===== src/include/eth_tx_frame.svh =====
`ifndef ETH_TX_FRAME_SVH
`define ETH_TX_FRAME_SVH

//--------------------------------------------------
// Fixed test frame, one MAC word per entry
//--------------------------------------------------
// Field order is data, be, eop, sop
// Only the first word carries sop and only the last carries eop
localparam tx_word_t FRAME_TABLE [FRAME_WORDS] = '{
	// Ethernet II header, dest MAC, source MAC, EtherType
	'{32'hFFFFFFFF, 2'd0, 1'b0, 1'b1},	// Broadcast dest, start of frame
	'{32'hFFFF04d4, 2'd0, 1'b0, 1'b0},
	'{32'hc4a5a8e1, 2'd0, 1'b0, 1'b0},
	'{32'h08004500, 2'd0, 1'b0, 1'b0},	// IPv4 type, version and IHL

	// IPv4 header
	'{32'h001e64d7, 2'd0, 1'b0, 1'b0},	// Total length, packet id
	'{32'h00008011, 2'd0, 1'b0, 1'b0},	// Flags, TTL, UDP protocol
	'{32'h0000c1e8, 2'd0, 1'b0, 1'b0},	// Checksum, source address
	'{32'h1a4fffff, 2'd0, 1'b0, 1'b0},
	'{32'hfffff718, 2'd0, 1'b0, 1'b0},	// Broadcast dest, source port

	// UDP header and payload
	'{32'h1388000a, 2'd0, 1'b0, 1'b0},	// Dest port, length
	'{32'he7cf3132, 2'd0, 1'b1, 1'b0}	// Checksum and "12", end of frame
};

`endif


===== src/eth_tx_pkg.sv =====
package eth_tx_pkg;

	//--------------------------------------------------
	// Frame and timing constants
	//--------------------------------------------------
	localparam int FRAME_WORDS        = 11;	// Eth II + IPv4 + UDP test frame
	localparam int FRAME_IDX_W        = $clog2(FRAME_WORDS);
	localparam int START_DELAY_CYCLES = 64;	// Scaled down start timer
	localparam int START_CNT_W        = $clog2(START_DELAY_CYCLES + 1);
	localparam int IFG_CYCLES         = 12;	// Idle byte slots between frames
	localparam int GAP_CNT_W          = $clog2(IFG_CYCLES);

	// FIFO geometry
	localparam int FIFO_DEPTH   = 16;
	localparam int FIFO_PTR_W   = $clog2(FIFO_DEPTH);
	localparam int FIFO_LEVEL_W = FIFO_PTR_W + 1;	// Counts 0 up to FIFO_DEPTH

	//--------------------------------------------------
	// Shared types
	//--------------------------------------------------
	// MAC-side transmit word
	typedef struct packed {
		logic [31:0] data;	// MSB goes out first
		logic [1:0]  be;	// 0 means all four bytes valid
		logic        eop;
		logic        sop;
	} tx_word_t;

	// RGMII transmit pins, single rate
	typedef struct packed {
		logic [3:0] nib_rise;	// txd[3:0]
		logic [3:0] nib_fall;	// txd[7:4]
		logic       ctl;	// tx enable
	} rgmii_tx_t;

	// Serializer FSM
	typedef enum logic [1:0] {
		SER_IDLE,	// Waiting for a whole frame and MAC permission
		SER_BURST,	// One byte per cycle
		SER_GAP	// Inter-frame gap
	} ser_state_t;

	// Frame table needs tx_word_t and FRAME_WORDS above
	`include "eth_tx_frame.svh"

endpackage


===== src/eth_frame_source.sv =====
`timescale 1ns/1ps

module eth_frame_source
	import eth_tx_pkg::*;
(
	input  logic     mac_tx_clk_o,	// Tx clock
	input  logic     rst_n,	// Async, active low
	input  logic     full_i,	// FIFO cannot take a word
	output logic     push_o,	// Write strobe into FIFO
	output tx_word_t push_word_o	// Word being written
);

	logic [START_CNT_W-1:0] delay_cnt;	// Start-up countdown
	logic                   delay_done;
	logic [FRAME_IDX_W-1:0] word_idx;	// Position in FRAME_TABLE
	logic                   last_word;

	//--------------------------------------------------
	// Start-up delay
	//--------------------------------------------------
	// Counts down once after reset and parks at zero
	always_ff @(posedge mac_tx_clk_o or negedge rst_n)
	begin
		if (!rst_n)
			delay_cnt <= START_CNT_W'(START_DELAY_CYCLES);
		else if (!delay_done)
			delay_cnt <= delay_cnt - 1'b1;
	end

	assign delay_done = (delay_cnt == '0);

	//--------------------------------------------------
	// Frame word pointer
	//--------------------------------------------------
	assign last_word = (word_idx == FRAME_IDX_W'(FRAME_WORDS - 1));

	// Moves only on an accepted push
	// Full FIFO freezes it, no word skipped
	always_ff @(posedge mac_tx_clk_o or negedge rst_n)
	begin
		if (!rst_n)
			word_idx <= '0;
		else if (push_o)
		begin
			if (last_word)
				word_idx <= '0;	// Wrap to next frame's sop word
			else
				word_idx <= word_idx + 1'b1;
		end
	end

	//--------------------------------------------------
	// Push side
	//--------------------------------------------------
	// Never pushes into a full FIFO
	assign push_o      = delay_done & ~full_i;
	assign push_word_o = FRAME_TABLE[word_idx];	// Table lookup, sop/eop flags included

endmodule


===== src/eth_tx_fifo.sv =====
`timescale 1ns/1ps

module eth_tx_fifo
	import eth_tx_pkg::*;
(
	input  logic                    mac_tx_clk_o,
	input  logic                    rst_n,
	input  logic                    push_i,	// Write strobe
	input  tx_word_t                push_word_i,
	input  logic                    pop_i,	// Read strobe, one cycle
	output tx_word_t                pop_word_o,	// Head word, show-ahead
	output logic                    empty_o,
	output logic                    full_o,
	output logic [FIFO_LEVEL_W-1:0] level_o	// Words currently stored
);

	tx_word_t                mem [FIFO_DEPTH];
	logic [FIFO_PTR_W-1:0]   wr_ptr;
	logic [FIFO_PTR_W-1:0]   rd_ptr;
	logic [FIFO_LEVEL_W-1:0] count;
	logic                    wr_en;	// Qualified push
	logic                    rd_en;	// Qualified pop

	assign wr_en = push_i & ~full_o;
	assign rd_en = pop_i & ~empty_o;

	//--------------------------------------------------
	// Storage
	//--------------------------------------------------
	always_ff @(posedge mac_tx_clk_o)
	begin
		if (wr_en)
			mem[wr_ptr] <= push_word_i;
	end

	// Head word straight from the array
	// New word shows one cycle after a push into an empty FIFO
	assign pop_word_o = mem[rd_ptr];

	//--------------------------------------------------
	// Pointers and occupancy
	//--------------------------------------------------
	// Depth is a power of two, pointers wrap by themselves
	always_ff @(posedge mac_tx_clk_o or negedge rst_n)
	begin
		if (!rst_n)
		begin
			wr_ptr <= '0;
			rd_ptr <= '0;
		end
		else
		begin
			if (wr_en)
				wr_ptr <= wr_ptr + 1'b1;
			if (rd_en)
				rd_ptr <= rd_ptr + 1'b1;
		end
	end

	// Simultaneous push and pop leaves count unchanged
	always_ff @(posedge mac_tx_clk_o or negedge rst_n)
	begin
		if (!rst_n)
			count <= '0;
		else
		begin
			case ({wr_en, rd_en})
				2'b10:   count <= count + 1'b1;
				2'b01:   count <= count - 1'b1;
				default: count <= count;
			endcase
		end
	end

	// Status levels
	assign full_o  = (count == FIFO_LEVEL_W'(FIFO_DEPTH));
	assign empty_o = (count == '0);
	assign level_o = count;

endmodule


===== src/eth_gmii_serializer.sv =====
`timescale 1ns/1ps

module eth_gmii_serializer
	import eth_tx_pkg::*;
(
	input  logic                    mac_tx_clk_o,
	input  logic                    rst_n,
	input  logic                    mac_tx_wa_i,	// MAC may take a new frame
	input  tx_word_t                pop_word_i,	// FIFO head word
	input  logic                    empty_i,
	input  logic [FIFO_LEVEL_W-1:0] level_i,	// FIFO fill count
	output logic                    pop_o,	// One-cycle read strobe
	output rgmii_tx_t               rgmii_tx_o
);

	ser_state_t           state;
	tx_word_t             cur_word;	// Word being serialized
	logic [1:0]           byte_idx;	// 0 is the MSB
	logic [GAP_CNT_W-1:0] gap_cnt;

	logic                 start;	// Frame launch this cycle
	tx_word_t             word_sel;
	logic [1:0]           idx_sel;
	logic [1:0]           last_idx;	// Last valid byte of word_sel
	logic                 last_byte;

	// GMII byte and its two register stages
	logic [7:0]           mac_txd;
	logic                 mac_txen;
	logic [7:0]           mac_txd_r;
	logic                 mac_txen_r;
	rgmii_tx_t            mac_txd_rr;	// Second stage, already split

	//--------------------------------------------------
	// Byte selection
	//--------------------------------------------------
	// Launch only with the whole frame buffered
	// so a burst never runs dry halfway
	assign start = (state == SER_IDLE) & mac_tx_wa_i & ~empty_i
		& (level_i >= FIFO_LEVEL_W'(FRAME_WORDS));

	// Byte 0 of the sop word goes out straight from the FIFO head
	assign word_sel = (state == SER_IDLE) ? pop_word_i : cur_word;
	assign idx_sel  = (state == SER_IDLE) ? 2'd0 : byte_idx;

	// be only shortens the eop word
	assign last_idx = (word_sel.eop && (word_sel.be != 2'd0)) ? word_sel.be - 2'd1 : 2'd3;

	assign mac_txen  = start | (state == SER_BURST);
	assign last_byte = mac_txen & (idx_sel == last_idx);

	// Sop word at launch, next word together with the last byte
	assign pop_o = start | ((state == SER_BURST) & last_byte & ~cur_word.eop);

	always_comb
	begin
		mac_txd = 8'h00;	// Idle byte
		if (mac_txen)
		begin
			case (idx_sel)
				2'd0:    mac_txd = word_sel.data[31:24];
				2'd1:    mac_txd = word_sel.data[23:16];
				2'd2:    mac_txd = word_sel.data[15:8];
				default: mac_txd = word_sel.data[7:0];
			endcase
		end
	end

	//--------------------------------------------------
	// FSM
	//--------------------------------------------------
	always_ff @(posedge mac_tx_clk_o or negedge rst_n)
	begin
		if (!rst_n)
		begin
			state    <= SER_IDLE;
			byte_idx <= '0;
			gap_cnt  <= '0;
		end
		else
		begin
			case (state)
				SER_IDLE:
				begin
					if (start)
					begin
						byte_idx <= 2'd1;	// Byte 0 already sent
						if (last_byte & pop_word_i.eop)
						begin
							state   <= SER_GAP;	// One-byte frame
							gap_cnt <= GAP_CNT_W'(IFG_CYCLES - 1);
						end
						else
							state <= SER_BURST;
					end
				end
				SER_BURST:
				begin
					if (!last_byte)
						byte_idx <= byte_idx + 2'd1;
					else if (cur_word.eop)
					begin
						state   <= SER_GAP;
						gap_cnt <= GAP_CNT_W'(IFG_CYCLES - 1);
					end
					else
						byte_idx <= 2'd0;	// Fresh word loads this edge
				end
				SER_GAP:
				begin
					// IFG_CYCLES cycles in here
					if (gap_cnt == '0)
						state <= SER_IDLE;
					else
						gap_cnt <= gap_cnt - 1'b1;
				end
				default:
					state <= SER_IDLE;
			endcase
		end
	end

	// Current word follows every pop
	always_ff @(posedge mac_tx_clk_o)
	begin
		if (pop_o)
			cur_word <= pop_word_i;
	end

	//--------------------------------------------------
	// Output pipeline, two stages
	//--------------------------------------------------
	always_ff @(posedge mac_tx_clk_o)
	begin
		mac_txd_r <= mac_txd;
	end

	always_ff @(posedge mac_tx_clk_o or negedge rst_n)
	begin
		if (!rst_n)
			mac_txen_r <= 1'b0;
		else
			mac_txen_r <= mac_txen;
	end

	// Low nibble on rising edge, high nibble on falling edge
	always_ff @(posedge mac_tx_clk_o or negedge rst_n)
	begin
		if (!rst_n)
			mac_txd_rr <= '0;
		else
		begin
			mac_txd_rr.nib_rise <= mac_txen_r ? mac_txd_r[3:0] : 4'h0;
			mac_txd_rr.nib_fall <= mac_txen_r ? mac_txd_r[7:4] : 4'h0;
			mac_txd_rr.ctl      <= mac_txen_r;
		end
	end

	assign rgmii_tx_o = mac_txd_rr;

endmodule


===== src/eth_tx_top.sv =====
`timescale 1ns/1ps

module eth_tx_top
	import eth_tx_pkg::*;
(
	input  logic      mac_tx_clk_o,	// Single tx clock
	input  logic      rst_n,	// Async, active low
	input  logic      mac_tx_wa_i,	// MAC write allowed
	output rgmii_tx_t rgmii_tx_o	// RGMII nibbles and ctl
);

	//--------------------------------------------------
	// Producer to FIFO
	//--------------------------------------------------
	logic                    push;
	tx_word_t                push_word;
	logic                    full;

	//--------------------------------------------------
	// FIFO to serializer
	//--------------------------------------------------
	logic                    pop;
	tx_word_t                pop_word;
	logic                    empty;
	logic [FIFO_LEVEL_W-1:0] level;

	// Test frame generator
	eth_frame_source eth_frame_source_i (
		.mac_tx_clk_o (mac_tx_clk_o),
		.rst_n        (rst_n),
		.full_i       (full),
		.push_o       (push),
		.push_word_o  (push_word)
	);

	// Word buffer
	eth_tx_fifo eth_tx_fifo_i (
		.mac_tx_clk_o (mac_tx_clk_o),
		.rst_n        (rst_n),
		.push_i       (push),
		.push_word_i  (push_word),
		.pop_i        (pop),
		.pop_word_o   (pop_word),
		.empty_o      (empty),
		.full_o       (full),
		.level_o      (level)
	);

	// Word to GMII bytes to RGMII nibbles
	eth_gmii_serializer eth_gmii_serializer_i (
		.mac_tx_clk_o (mac_tx_clk_o),
		.rst_n        (rst_n),
		.mac_tx_wa_i  (mac_tx_wa_i),
		.pop_word_i   (pop_word),
		.empty_i      (empty),
		.level_i      (level),
		.pop_o        (pop),
		.rgmii_tx_o   (rgmii_tx_o)
	);

endmodule


===== config.mk =====
export PLATFORM = sky130hd
export DESIGN_NAME = eth_tx_top
export DESIGN_NICKNAME = d
export VERILOG_FILES = /design/src/eth_tx_pkg.sv /design/src/eth_frame_source.sv /design/src/eth_tx_fifo.sv /design/src/eth_gmii_serializer.sv /design/src/eth_tx_top.sv
export VERILOG_INCLUDE_DIRS = /design/src /design/src/include
export SDC_FILE = /design/constraint.sdc
export NUM_CORES = 1
export LEC_CHECK = 0
export ABC_AREA = 0
export ABC_CLOCK_PERIOD_IN_PS = 10590
export BUFFER_PORTS_ARGS = -buffer_cell sky130_fd_sc_hd__buf_2
export CORE_ASPECT_RATIO = 0.5
export CORE_MARGIN = 4
export CORE_UTILIZATION = 60
export CTS_BUF_LIST = sky130_fd_sc_hd__clkbuf_16
export DETAILED_ROUTE_END_ITERATION = 7
export PLACE_DENSITY = 0.78
export SLEW_MARGIN = 30
export SYNTH_ARGS = -nofsm -noshare
export SYNTH_HDL_FRONTEND = slang
export SYNTH_SLANG_ARGS = --single-unit

===== constraint.sdc =====
create_clock -name mac_tx_clk_o -period 10.59 [get_ports mac_tx_clk_o]
set_input_delay 1.059 -clock mac_tx_clk_o [delete_from_list [all_inputs] [get_ports mac_tx_clk_o]]
set_output_delay 1.059 -clock mac_tx_clk_o [all_outputs]
set_load 0.01 [all_outputs]

; Word-level counts from Yosys, hierarchy flattened
; Memories as Yosys holds them, arrays and structs flattened.
; Cells that the tools add are included.
[word_totals]
rom_bits = 576
ff_bits = 86
ramBits = 576
memories = 2
out_inout_bits = 9
[mem_list]
columns = memory, words, word_bits, rd, rd_ports_with_merged_regs, wr, line
row1 = (no name shown), 16, 36, 1, 0, 0, eth_frame_source.sv:57  ; assign push_word_o = FRAME_TABLE[word_idx];
row2 = eth_tx_fifo_i.mem, 16, 36, 1, 0, 1, eth_tx_fifo.sv:17  ; tx_word_t mem [FIFO_DEPTH];
[classes]
addsub = 9
reduce_logical = 13
eq_ne = 16
n_lt_le_gt_ge = 2
bitwise = 16
n_mux = 28
[ops]
columns = op, n
row1 = $mux W36, 3
row2 = $mux W4, 8
row3 = $pmux W8 S3, 1
row4 = $mux W2, 10
row5 = $add A4 B1 Y4 const B, 3
row6 = $pmux W4 S3, 1
row7 = $and A1 B1 Y1, 10
row8 = $pmux W5 S2, 1
row9 = $ne A2 B1 Y1 const B, 4
row10 = $logic_not A7 Y1, 1
row11 = $sub A7 B1 Y7 const B, 1
row12 = $eq A2 B1 Y1 const B, 3
row13 = $eq A2 B2 Y1 const B, 3
row14 = $pmux W2 S3, 1
row15 = $reduce_and A6 Y1, 1
row16 = $reduce_bool A2 Y1, 3
row17 = $add A5 B1 Y5 const B, 1
row18 = $eq A5 B5 Y1 const B, 1
row19 = $ge A5 B4 Y1 const B, 1
row20 = $ge A5 B5 Y1 const B, 1
row21 = $logic_not A5 Y1, 1
row22 = $not A4 Y5, 1
row23 = $sub A5 B1 Y5 const B, 1
row24 = $eq A4 B4 Y1 const B, 1
row25 = other kinds (16), 22

; Longest topological paths before layout
; Gate-level depths: netlist of the first run.
[depth]
ltp_word = 13
depth_mapped = 15

; Cells and area by module
; A second synthesis of the first run with hierarchy kept.
[unflattened]
hier_cells = 1482
area_unflattened_um2 = 26791.9
[modules_own_cells]
columns = module, cells_per_inst, instances, area_per_inst_um2
row1 = eth_tx_fifo, 1163, 1, 23193.5
row2 = eth_gmii_serializer, 182, 1, 2538.7
row3 = eth_frame_source, 137, 1, 1059.8

; Worst setup path before layout of the first run
; No wires, ideal clock.
[synth_path]
path_kind = input-to-reg
from = input port mac_tx_wa_i
to = register eth_gmii_serializer_i.cur_word[11] (netlist name), enable pin
stages = 2
required_ps = 10097
t_arrival_ps = 4084
setup_slack_ps = 6014
n_path_buf = 0
cell_sequence = nor2_1 -> nor4_1
[synth_between]
elab_chain_len = 8
[synth_lines]
columns = element, line
row1 = start: declaration, eth_tx_top.sv:8  ; input logic mac_tx_wa_i,
row2 = $and A1 B1 Y1 (*) (2 in series), eth_gmii_serializer.sv:39  ; assign start = (state == SER_IDLE) & mac_tx_wa_i & ~empty_i
row3 = $and A1 B1 Y1 (*), eth_gmii_serializer.sv:40  ; & (level_i >= FIFO_LEVEL_W'(FRAME_WORDS));
row4 = $or A1 B1 Y1, eth_gmii_serializer.sv:49  ; assign mac_txen = start | (state == SER_BURST);
row5 = $and A1 B1 Y1, eth_gmii_serializer.sv:50  ; assign last_byte = mac_txen & (idx_sel == last_idx);
row6 = $and A1 B1 Y1 (2 in series), eth_gmii_serializer.sv:53  ; assign pop_o = start | ((state == SER_BURST) & last_byte & ~cur_word.eop);
row7 = $or A1 B1 Y1 (*), eth_gmii_serializer.sv:53
row8 = end signal: assignment, eth_gmii_serializer.sv:127  ; cur_word <= pop_word_i;
row9 = end: declaration, eth_gmii_serializer.sv:17  ; tx_word_t cur_word;
; Every way passes the cells marked *; elsewhere a longest branch is shown, timed or not.
; A chain may end at the register's enable or synchronous reset.

; Final worst setup path of the first run
[layout_path]
from = register eth_frame_source_i.delay_cnt[0]
to = memory eth_tx_fifo_i.mem[3][32] (netlist name), enable pin
[layout_between]
elab_chain_len = 5
[layout_lines]
columns = element, line
row1 = start: declaration, eth_frame_source.sv:13  ; logic [START_CNT_W-1:0] delay_cnt;
row2 = start signal: assignment, eth_frame_source.sv:25  ; delay_cnt <= START_CNT_W'(START_DELAY_CYCLES);
row3 = start signal: assignment, eth_frame_source.sv:27  ; delay_cnt <= delay_cnt - 1'b1;
row4 = $logic_not A7 Y1, eth_frame_source.sv:30  ; assign delay_done = (delay_cnt == '0);
row5 = $and A1 B1 Y1, eth_frame_source.sv:56  ; assign push_o = delay_done & ~full_i;
row6 = $and A1 B1 Y1, eth_tx_fifo.sv:24  ; assign wr_en = push_i & ~full_o;
row7 = $mux W1, eth_tx_fifo.sv:32  ; if (wr_en)
row8 = $mux W1 (not written as such), eth_tx_fifo.sv:33  ; mem[wr_ptr] <= push_word_i;
row9 = end: declaration, eth_tx_fifo.sv:17
; Every way passes these cells.

==> qor.txt, run 1 <==
Area contributors post-synth: edfxtp_1 (70%), mux4_2 (11%), dfrtp_1 (4.7%)
initial antenna violation count: 1
CP Launch Type: flop
core area: 0.0360 mm²
Final Hold Viols: 0
H-Tree Depth: 2
status: completed
CTS Buf Count: 47
synthesis-to-finish area growth: 10.3%
leakage: 0.00811 µW
post-synth top area cell: edfxtp_1
CTS tree: yes
dpl ws: 6.93 ns
Hold WS: 0.449 ns
Worst Path Arrival: 3.96 ns
Syn Std Cell Area: 0.0220 mm²
area of the multi-input gates: 0.00526 mm²
clk_skew: 0.0117 ns
final-report setup violation count: 0
slew of the pin with the lowest slew margin: 0.870 ns
critical path class: reg2reg
minimum clock period after layout: 3.74 ns
DPL Wire Length: 28.3 mm
Relative slew margins: 0.420
Std-Cell Rows: 49
gpl congestion: 0.824
post-route setup slack: 6.85 ns
port bufs: 11
Seq/Total Area, Yosys: 0.750
Syn Area/Cell: 20.7 µm²
die area: 0.0400 mm²
Clock transition at path regs: 0.07 ns
Syn Nets: 1088
slowest CP cell: nor3_2
Die X: 279 µm
fill count: 2141
Layout Nets: 1134
via count: 10900
Max VDD drop: 0.000245 V
Top Ports: 12
RSZ-0062 raised after global routing: false
Mapped Cells: 1066
ANT cells: 0
crit end category: flop
Yosys reg bits: 560
DRC Markers: 0
Max Freq: 268 MHz
Setup Fix Bufs, Post-CTS: 0
critical path required time: 10.81 ns
initial core utilization: 0.611
GRT overflow: 0
root cell of the clock tree: clkbuf_16
routed len/inst: 30.2 µm
Setup TNS: 0 ns
YS warnings: 0
cells along the critical path: inv_1 -> ha_1 -> nor3b_2 -> and3_1 -> o21a_1 -> nand2_1 -> nor3_2 -> buf_4
DRT iter0 DRCs: 1628
Yosys cell types: 54
period utilization: 0.353
Via density: 6.71
fin util: 0.674
Layout Cells excl Fill: 1631
post-synth top area share: 0.695
Hold Buf Count CTS: 0
die height: 143 µm
Max stage delay on crit path: 0.66 ns
proportion of layout cells with a drive suffix above 1: 0.230
maxcap violations: 0
largest net degree at the start of global routing: 55
crit path max fanout: 22
commonest non-fill, non-tap cell in the layout: edfxtp_1
Clock Latency Late Sink: 0.57 ns
Post-DRT Antenna Nets: 0
dpl cells: 1546
global router's overall resource usage: 0.255
reg2reg path depth: 8
hold path depth: 1
# resized after CTS: 0
Pwr Density: 343 mW/mm²
first-pass GRT wire length: 73.9 mm
vias in the first global route: 10900
number of clock sinks: 560
CTS Buffer Depth: 3
Reg area: 0.0165 mm²
Pins Over Slew Limit: 0
Detailed Route WL: 49.3 mm
commonest cells after routing, fill and taps aside: edfxtp_1 (510), mux4_2 (109), clkbuf_16 (49), nand2_1 (39), dfrtp_1 (37)
Worst Hold Class: reg2reg
Pre-Repair DR Iteration Count: 5
through the flow:
step / instance area, µm² / power (µW)
final: 24300 / 8330
after global routing: 24300 / 8680
after CTS: 24300 / 8310
after detailed placement: 22800 / 6670
after global placement: 22800 / 6500
after floorplan: 22000 / 5630
where the power goes:
| part | leakage (µW) | total [µW] | internal, µW | switching [µW] |
|---|---|---|---|---|
| Clock | 0.000736 | 1630 | 882 | 747 |
| Sequential | 0.00523 | 3930 | 3590 | 346 |
| Combinational | 0.00214 | 2770 | 1030 | 1730 |
critical path: cells and delay by family (launching register included):
family	cells	cell delay [ns]
and+or+nand+nor	4	1.65
buffers and inverters	2	0.57
AOI/OAI and AO/OA	1	0.56
DFF	1	0.41
adders and majority gates	1	0.17
cell usage after synthesis (all sizes together):
master / count
clkinv: 1
fa: 1
o2bb2ai: 1
nor3: 13
xor2: 4
nor2b: 11
or2: 2
a211oi: 7
a21o: 3
ha: 18
dfrtp: 41
nand3b: 1
o31ai: 2
mux2: 7
o221ai: 1
dfstp: 1
a41oi: 1
o211ai: 1
nor4: 3
edfxtp: 510
xnor2: 12
and3: 2
o21ai: 30
nand4: 3
or3: 2
and2: 10
buf: 33
a21oi: 21
nand2b: 5
o22ai: 5
a221oi: 2
nor3b: 1
mux4: 142
o21bai: 1
clkbuf: 19
mux2i: 8
dfxtp: 8
nor2: 49
or4: 1
a22oi: 5
a31oi: 2
inv: 24
nand2: 39
nand3: 11
o21a: 2
path summary, 6_finish.rpt:
path,startpoint,end,slack [ns]
worst max-delay path,eth_frame_source_i.delay_cnt[0]$_DFFE_PN0P_,eth_tx_fifo_i.mem[3][32]$_DFFE_PP_,6.85
worst min-delay path,eth_gmii_serializer_i.mac_txd_r[7]$_SDFF_PN0_,eth_gmii_serializer_i.rgmii_tx_o[4]$_DFF_PN0_,0.45
worst max register to register,eth_frame_source_i.delay_cnt[0]$_DFFE_PN0P_,eth_tx_fifo_i.mem[3][32]$_DFFE_PP_,6.85
worst min register to register,eth_gmii_serializer_i.mac_txd_r[7]$_SDFF_PN0_,eth_gmii_serializer_i.rgmii_tx_o[4]$_DFF_PN0_,0.45
max in group asynchronous,rst_n,eth_tx_fifo_i.rd_ptr[1]$_DFFE_PN0P_,9.65
min in group asynchronous,rst_n,eth_tx_fifo_i.wr_ptr[1]$_DFFE_PN0P_,0.49
registers in the layout, summed over array words and instances (netlist names), 4 cells and up:
name                              flops
eth_frame_source_i.delay_cnt          7
eth_frame_source_i.word_idx           4
eth_gmii_serializer_i.cur_word       30
eth_gmii_serializer_i.gap_cnt         4
eth_gmii_serializer_i.mac_txd_r       8
eth_gmii_serializer_i.rgmii_tx_o      9
eth_tx_fifo_i.level_o                 5
eth_tx_fifo_i.mem                   480
eth_tx_fifo_i.rd_ptr                  4
eth_tx_fifo_i.wr_ptr                  4
cells by family after synthesis:
| family | share of synthesized area |
|---|---|
| flip-flops | 0.750 |
| AO/OA/AOI/OAI | 0.0227 |
| buffers and inverters | 0.0185 |
| adder cells (fa/ha/maj) | 0.0111 |
| XOR/XNOR | 0.00636 |
| multiplexers | 0.158 |
| AND/OR/NAND/NOR | 0.0328 |
layout make-up:
type,instances,area share
inverters,25,0.00386
flip-flops and latches,560,0.681
well taps,484,0.0249
repair buffers,49,0.0151
clock buffers,49,0.0505
clock inverters,35,0.00829
multi-input cells,429,0.216
per-layer routing:
layer	global-route usage	part of all wire	routed length [µm]
met1	0.374	0.38	18900
met2	0.404	0.47	23300
met3	0.0568	0.12	5890
met4	0.0621	0.024	1200
met5	0	0	0
Power figures use the tool's default switching activity.
==> run 2: changes to the inputs <==
--- a/config.mk
+++ b/config.mk
@@ -6,8 +6,8 @@
 export SDC_FILE = /design/constraint.sdc
 export NUM_CORES = 1
 export LEC_CHECK = 0
-export ABC_AREA = 0
-export ABC_CLOCK_PERIOD_IN_PS = 10590
+export ABC_AREA = 1
+export ABC_CLOCK_PERIOD_IN_PS = 3680
 export BUFFER_PORTS_ARGS = -buffer_cell sky130_fd_sc_hd__buf_2
 export CORE_ASPECT_RATIO = 0.5
 export CORE_MARGIN = 4
==> constraint.sdc (replaced) <==
create_clock -name mac_tx_clk_o -period 3.68 [get_ports mac_tx_clk_o]
set_input_delay 0.368 -clock mac_tx_clk_o [delete_from_list [all_inputs] [get_ports mac_tx_clk_o]]
set_output_delay 0.368 -clock mac_tx_clk_o [all_outputs]
set_load 0.01 [all_outputs]
==> run 2 against run 1 <==
  * Final area is 4.0% higher
  * First-iteration DRC count up 48%
  * Combinational power increased to 3.5 times the previous value
  * Hold slack worse by 0.21 ns
  * Die area increased by 4.0%
  * Register-to-register slack worse by 6.2 ns
  * Critical path depth up 3
  * Clock skew increased by 0.0067 ns
  * Clock power grew to 3.1 times the previous value
  * Global-route usage increased by 1.5 points
  * Fmax grew 24%
  * Critical endpoint is now eth_tx_fifo_i.mem[0][4]$_DFFE_PP_
==> qor.txt, run 2 <==
status: completed
Syn Nets: 1911
Mapped Cells: 1889
CTS Buf Count: 47
die area: 0.0416 mm²
initial core utilization: 0.611
Yosys cell types: 38
via count: 15200
YS warnings: 0
post-synth top area cell: edfxtp_1
Syn Area/Cell: 12.1 µm²
number of synthesized flops with an enable pin: 510
RSZ-0062 raised after global routing: false
Pins Over Slew Limit: 0
Layout Nets: 1919
max reg flops: 480
Area contributors post-synth: edfxtp_1 (67%), nand2_1 (5.5%), o21ai_0 (4.5%)
synthesis-to-finish area growth: 10.0%
hold endpoint: eth_gmii_serializer_i.state[0]$_DFFE_PN0P_
Die X: 285 µm
Final Hold Viols: 0
reg-to-reg endpoint: eth_tx_fifo_i.mem[0][4]$_DFFE_PP_
Relative slew margins: 0.383
crit path max fanout: 19
post-synth top area share: 0.667
period utilization: 0.816
global router's overall resource usage: 0.271
number of clock sinks: 560
Clock Latency Late Sink: 0.58 ns
Yosys reg bits: 560
Clock transition at path regs: 0.07 ns
commonest non-fill, non-tap cell in the layout: edfxtp_1
Pwr Density: 1020 mW/mm²
Final Cell Area: 0.0253 mm²
crit end category: flop
Pre-Repair DR Iteration Count: 7
root cell of the clock tree: clkbuf_16
H-Tree Depth: 2
Worst Path Arrival: 3.28 ns
Reg with most FFs: eth_tx_fifo_i.mem
DP Area: 0.0237 mm²
reg2reg path depth: 11
fraction of registers with async set/reset: 0.0750
Setup TNS: 0 ns
predominant post-synthesis flop cell: edfxtp_1
fill count: 2546
Seq/Total Area, Yosys: 0.720
ANT cells: 0
hold path depth: 3
CTS tree: yes
proportion of layout cells with a drive suffix above 1: 0.0889
critical path class: reg2reg
port bufs: 11
CP Launch Type: flop
Syn Std Cell Area: 0.0229 mm²
minimum clock period after layout: 3.00 ns
maxcap violations: 0
routed len/inst: 23.0 µm
gpl congestion: 0.932
most frequent cell after synthesis: edfxtp_1
worst r2r src: eth_frame_source_i.delay_cnt[0]$_DFFE_PN0P_
Hold Path Origin: mac_tx_wa_i
Worst R2R Setup Slack: 0.68 ns
Top Ports: 12
DPL Wire Length: 34.1 mm
CTS Buffer Depth: 3
die height: 146 µm
slew of the pin with the lowest slew margin: 0.926 ns
first-pass GRT wire length: 85.7 mm
initial antenna violation count: 1
commonest cells after routing, fill and taps aside: edfxtp_1 (510), nand2_1 (337), nor2_1 (210), o21ai_0 (205), nand3_1 (138)
vias in the first global route: 14300
most frequent cells after synthesis: edfxtp_1 (510), nand2_1 (337), nor2_1 (225), o21ai_0 (205), nand3_1 (138)
leakage: 0.00936 µW
critical path required time: 3.95 ns
GRT overflow: 0
Post-DRT Antenna Nets: 0
Std-Cell Rows: 50
Worst Hold Class: in2reg
DRT iter0 DRCs: 2417
Max Freq: 333 MHz
Max VDD drop: 0.000712 V
Via density: 6.25
final-report setup violation count: 0
Detailed Route WL: 56.0 mm
core area: 0.0375 mm²
DRC Markers: 0
largest net degree at the start of global routing: 165
clk_skew: 0.0185 ns
run 2: changes by cell type after synthesis, moves of 63 or more:
cell / change
inv_1: +100
nand2_1: +298
nor2_1: +176
mux4_2: -109
o221ai_1: +63
o21ai_0: +177
nand3_1: +127
run 2: what timing repair did:
action	CTS	global route
resized for setup	0	0
buffers inserted	0	0
hold endpoints to repair	30	0
endpoints found under the setup margin	0	0
hold buffers	1	0
run 2: per-stage QoR:
step / util / worst slack, ns / std cells / total power [µW] / hold slack [ns]
floorplan: - / 0.546 / 1889 / 16600 / 0.0724
CTS: 0.673 / 0.685 / 2429 / 25400 / 0.231
global placement: 0.631 / 0.803 / 2341 / 20200 / 0.406
detailed placement: 0.631 / 0.688 / 2341 / 20400 / 0.408
global route: 0.673 / 0.499 / 2429 / 26900 / 0.268
finish: 0.673 / 0.676 / 2429 / 25700 / 0.242
run 2: worst max path at each step:
stage,cells past startpoint,startpoint,endpoint,slack [ns]
after floorplan,19,eth_gmii_serializer_i.state[1]$_DFFE_PN0P_,eth_tx_fifo_i.level_o[4]$_DFFE_PN0P_,0.55
after CTS,11,eth_frame_source_i.delay_cnt[0]$_DFFE_PN0P_,eth_tx_fifo_i.mem[8][28]$_DFFE_PP_,0.68
after detailed placement,11,eth_frame_source_i.delay_cnt[0]$_DFFE_PN0P_,eth_tx_fifo_i.mem[8][27]$_DFFE_PP_,0.69
final,11,eth_frame_source_i.delay_cnt[0]$_DFFE_PN0P_,eth_tx_fifo_i.mem[0][4]$_DFFE_PP_,0.68
after global placement,11,eth_frame_source_i.delay_cnt[0]$_DFFE_PN0P_,eth_tx_fifo_i.mem[0][4]$_DFFE_PP_,0.80
after global routing,11,eth_frame_source_i.delay_cnt[0]$_DFFE_PN0P_,eth_tx_fifo_i.mem[8][13]$_DFFE_PP_,0.50
run 2: worst max-delay path, stage by stage (launching register included):
cell	delay, ns
dfrtp_1	0.36
inv_1	0.10
ha_1	0.17
nand2_1	0.09
nor2_2	0.11
nand3_1	0.16
nor2_4	0.23
nand2_4	0.17
clkinv_2	0.15
nand2_1	0.24
nor2_4	0.60
buf_4	0.29
run 2: report_power, final:
group	internal (µW)	switching [µW]
logic	2260	7490
registers	10300	568
clock network	2830	2190
run 2: final cells by class:
type                       instances  area, µm²  area share
inverter                         131        500      0.0198
sequential                       560      16500       0.655
tap                              494        618      0.0245
clock buffer                      49       1230      0.0486
clock inverter                    38        317      0.0125
multi-input combinational       1093       5480       0.217
timing repair buffer              64        581      0.0230
run 2: routing by layer:
| metal | vias up | GRT usage | routed length [µm] |
|---|---|---|---|
| li1 | 6718 | - | - |
| met1 | 7364 | 0.404 | 22600 |
| met2 | 1013 | 0.405 | 24700 |
| met3 | 91 | 0.0716 | 7410 |
| met4 | 0 | 0.0641 | 1200 |
| met5 | - | 0 | 0 |
run 2: logic make-up (layout without fill, tap and decap cells):
| family | after synthesis | after routing | synth area share |
|---|---|---|---|
| AO/OA/AOI/OAI | 345 | 345 | 0.0907 |
| adder cells (fa/ha/maj) | 19 | 19 | 0.0107 |
| flip-flops | 560 | 560 | 0.720 |
| AND/OR/NAND/NOR | 722 | 722 | 0.129 |
| XOR/XNOR | 7 | 7 | 0.00267 |
| buffers and inverters | 236 | 282 | 0.0466 |
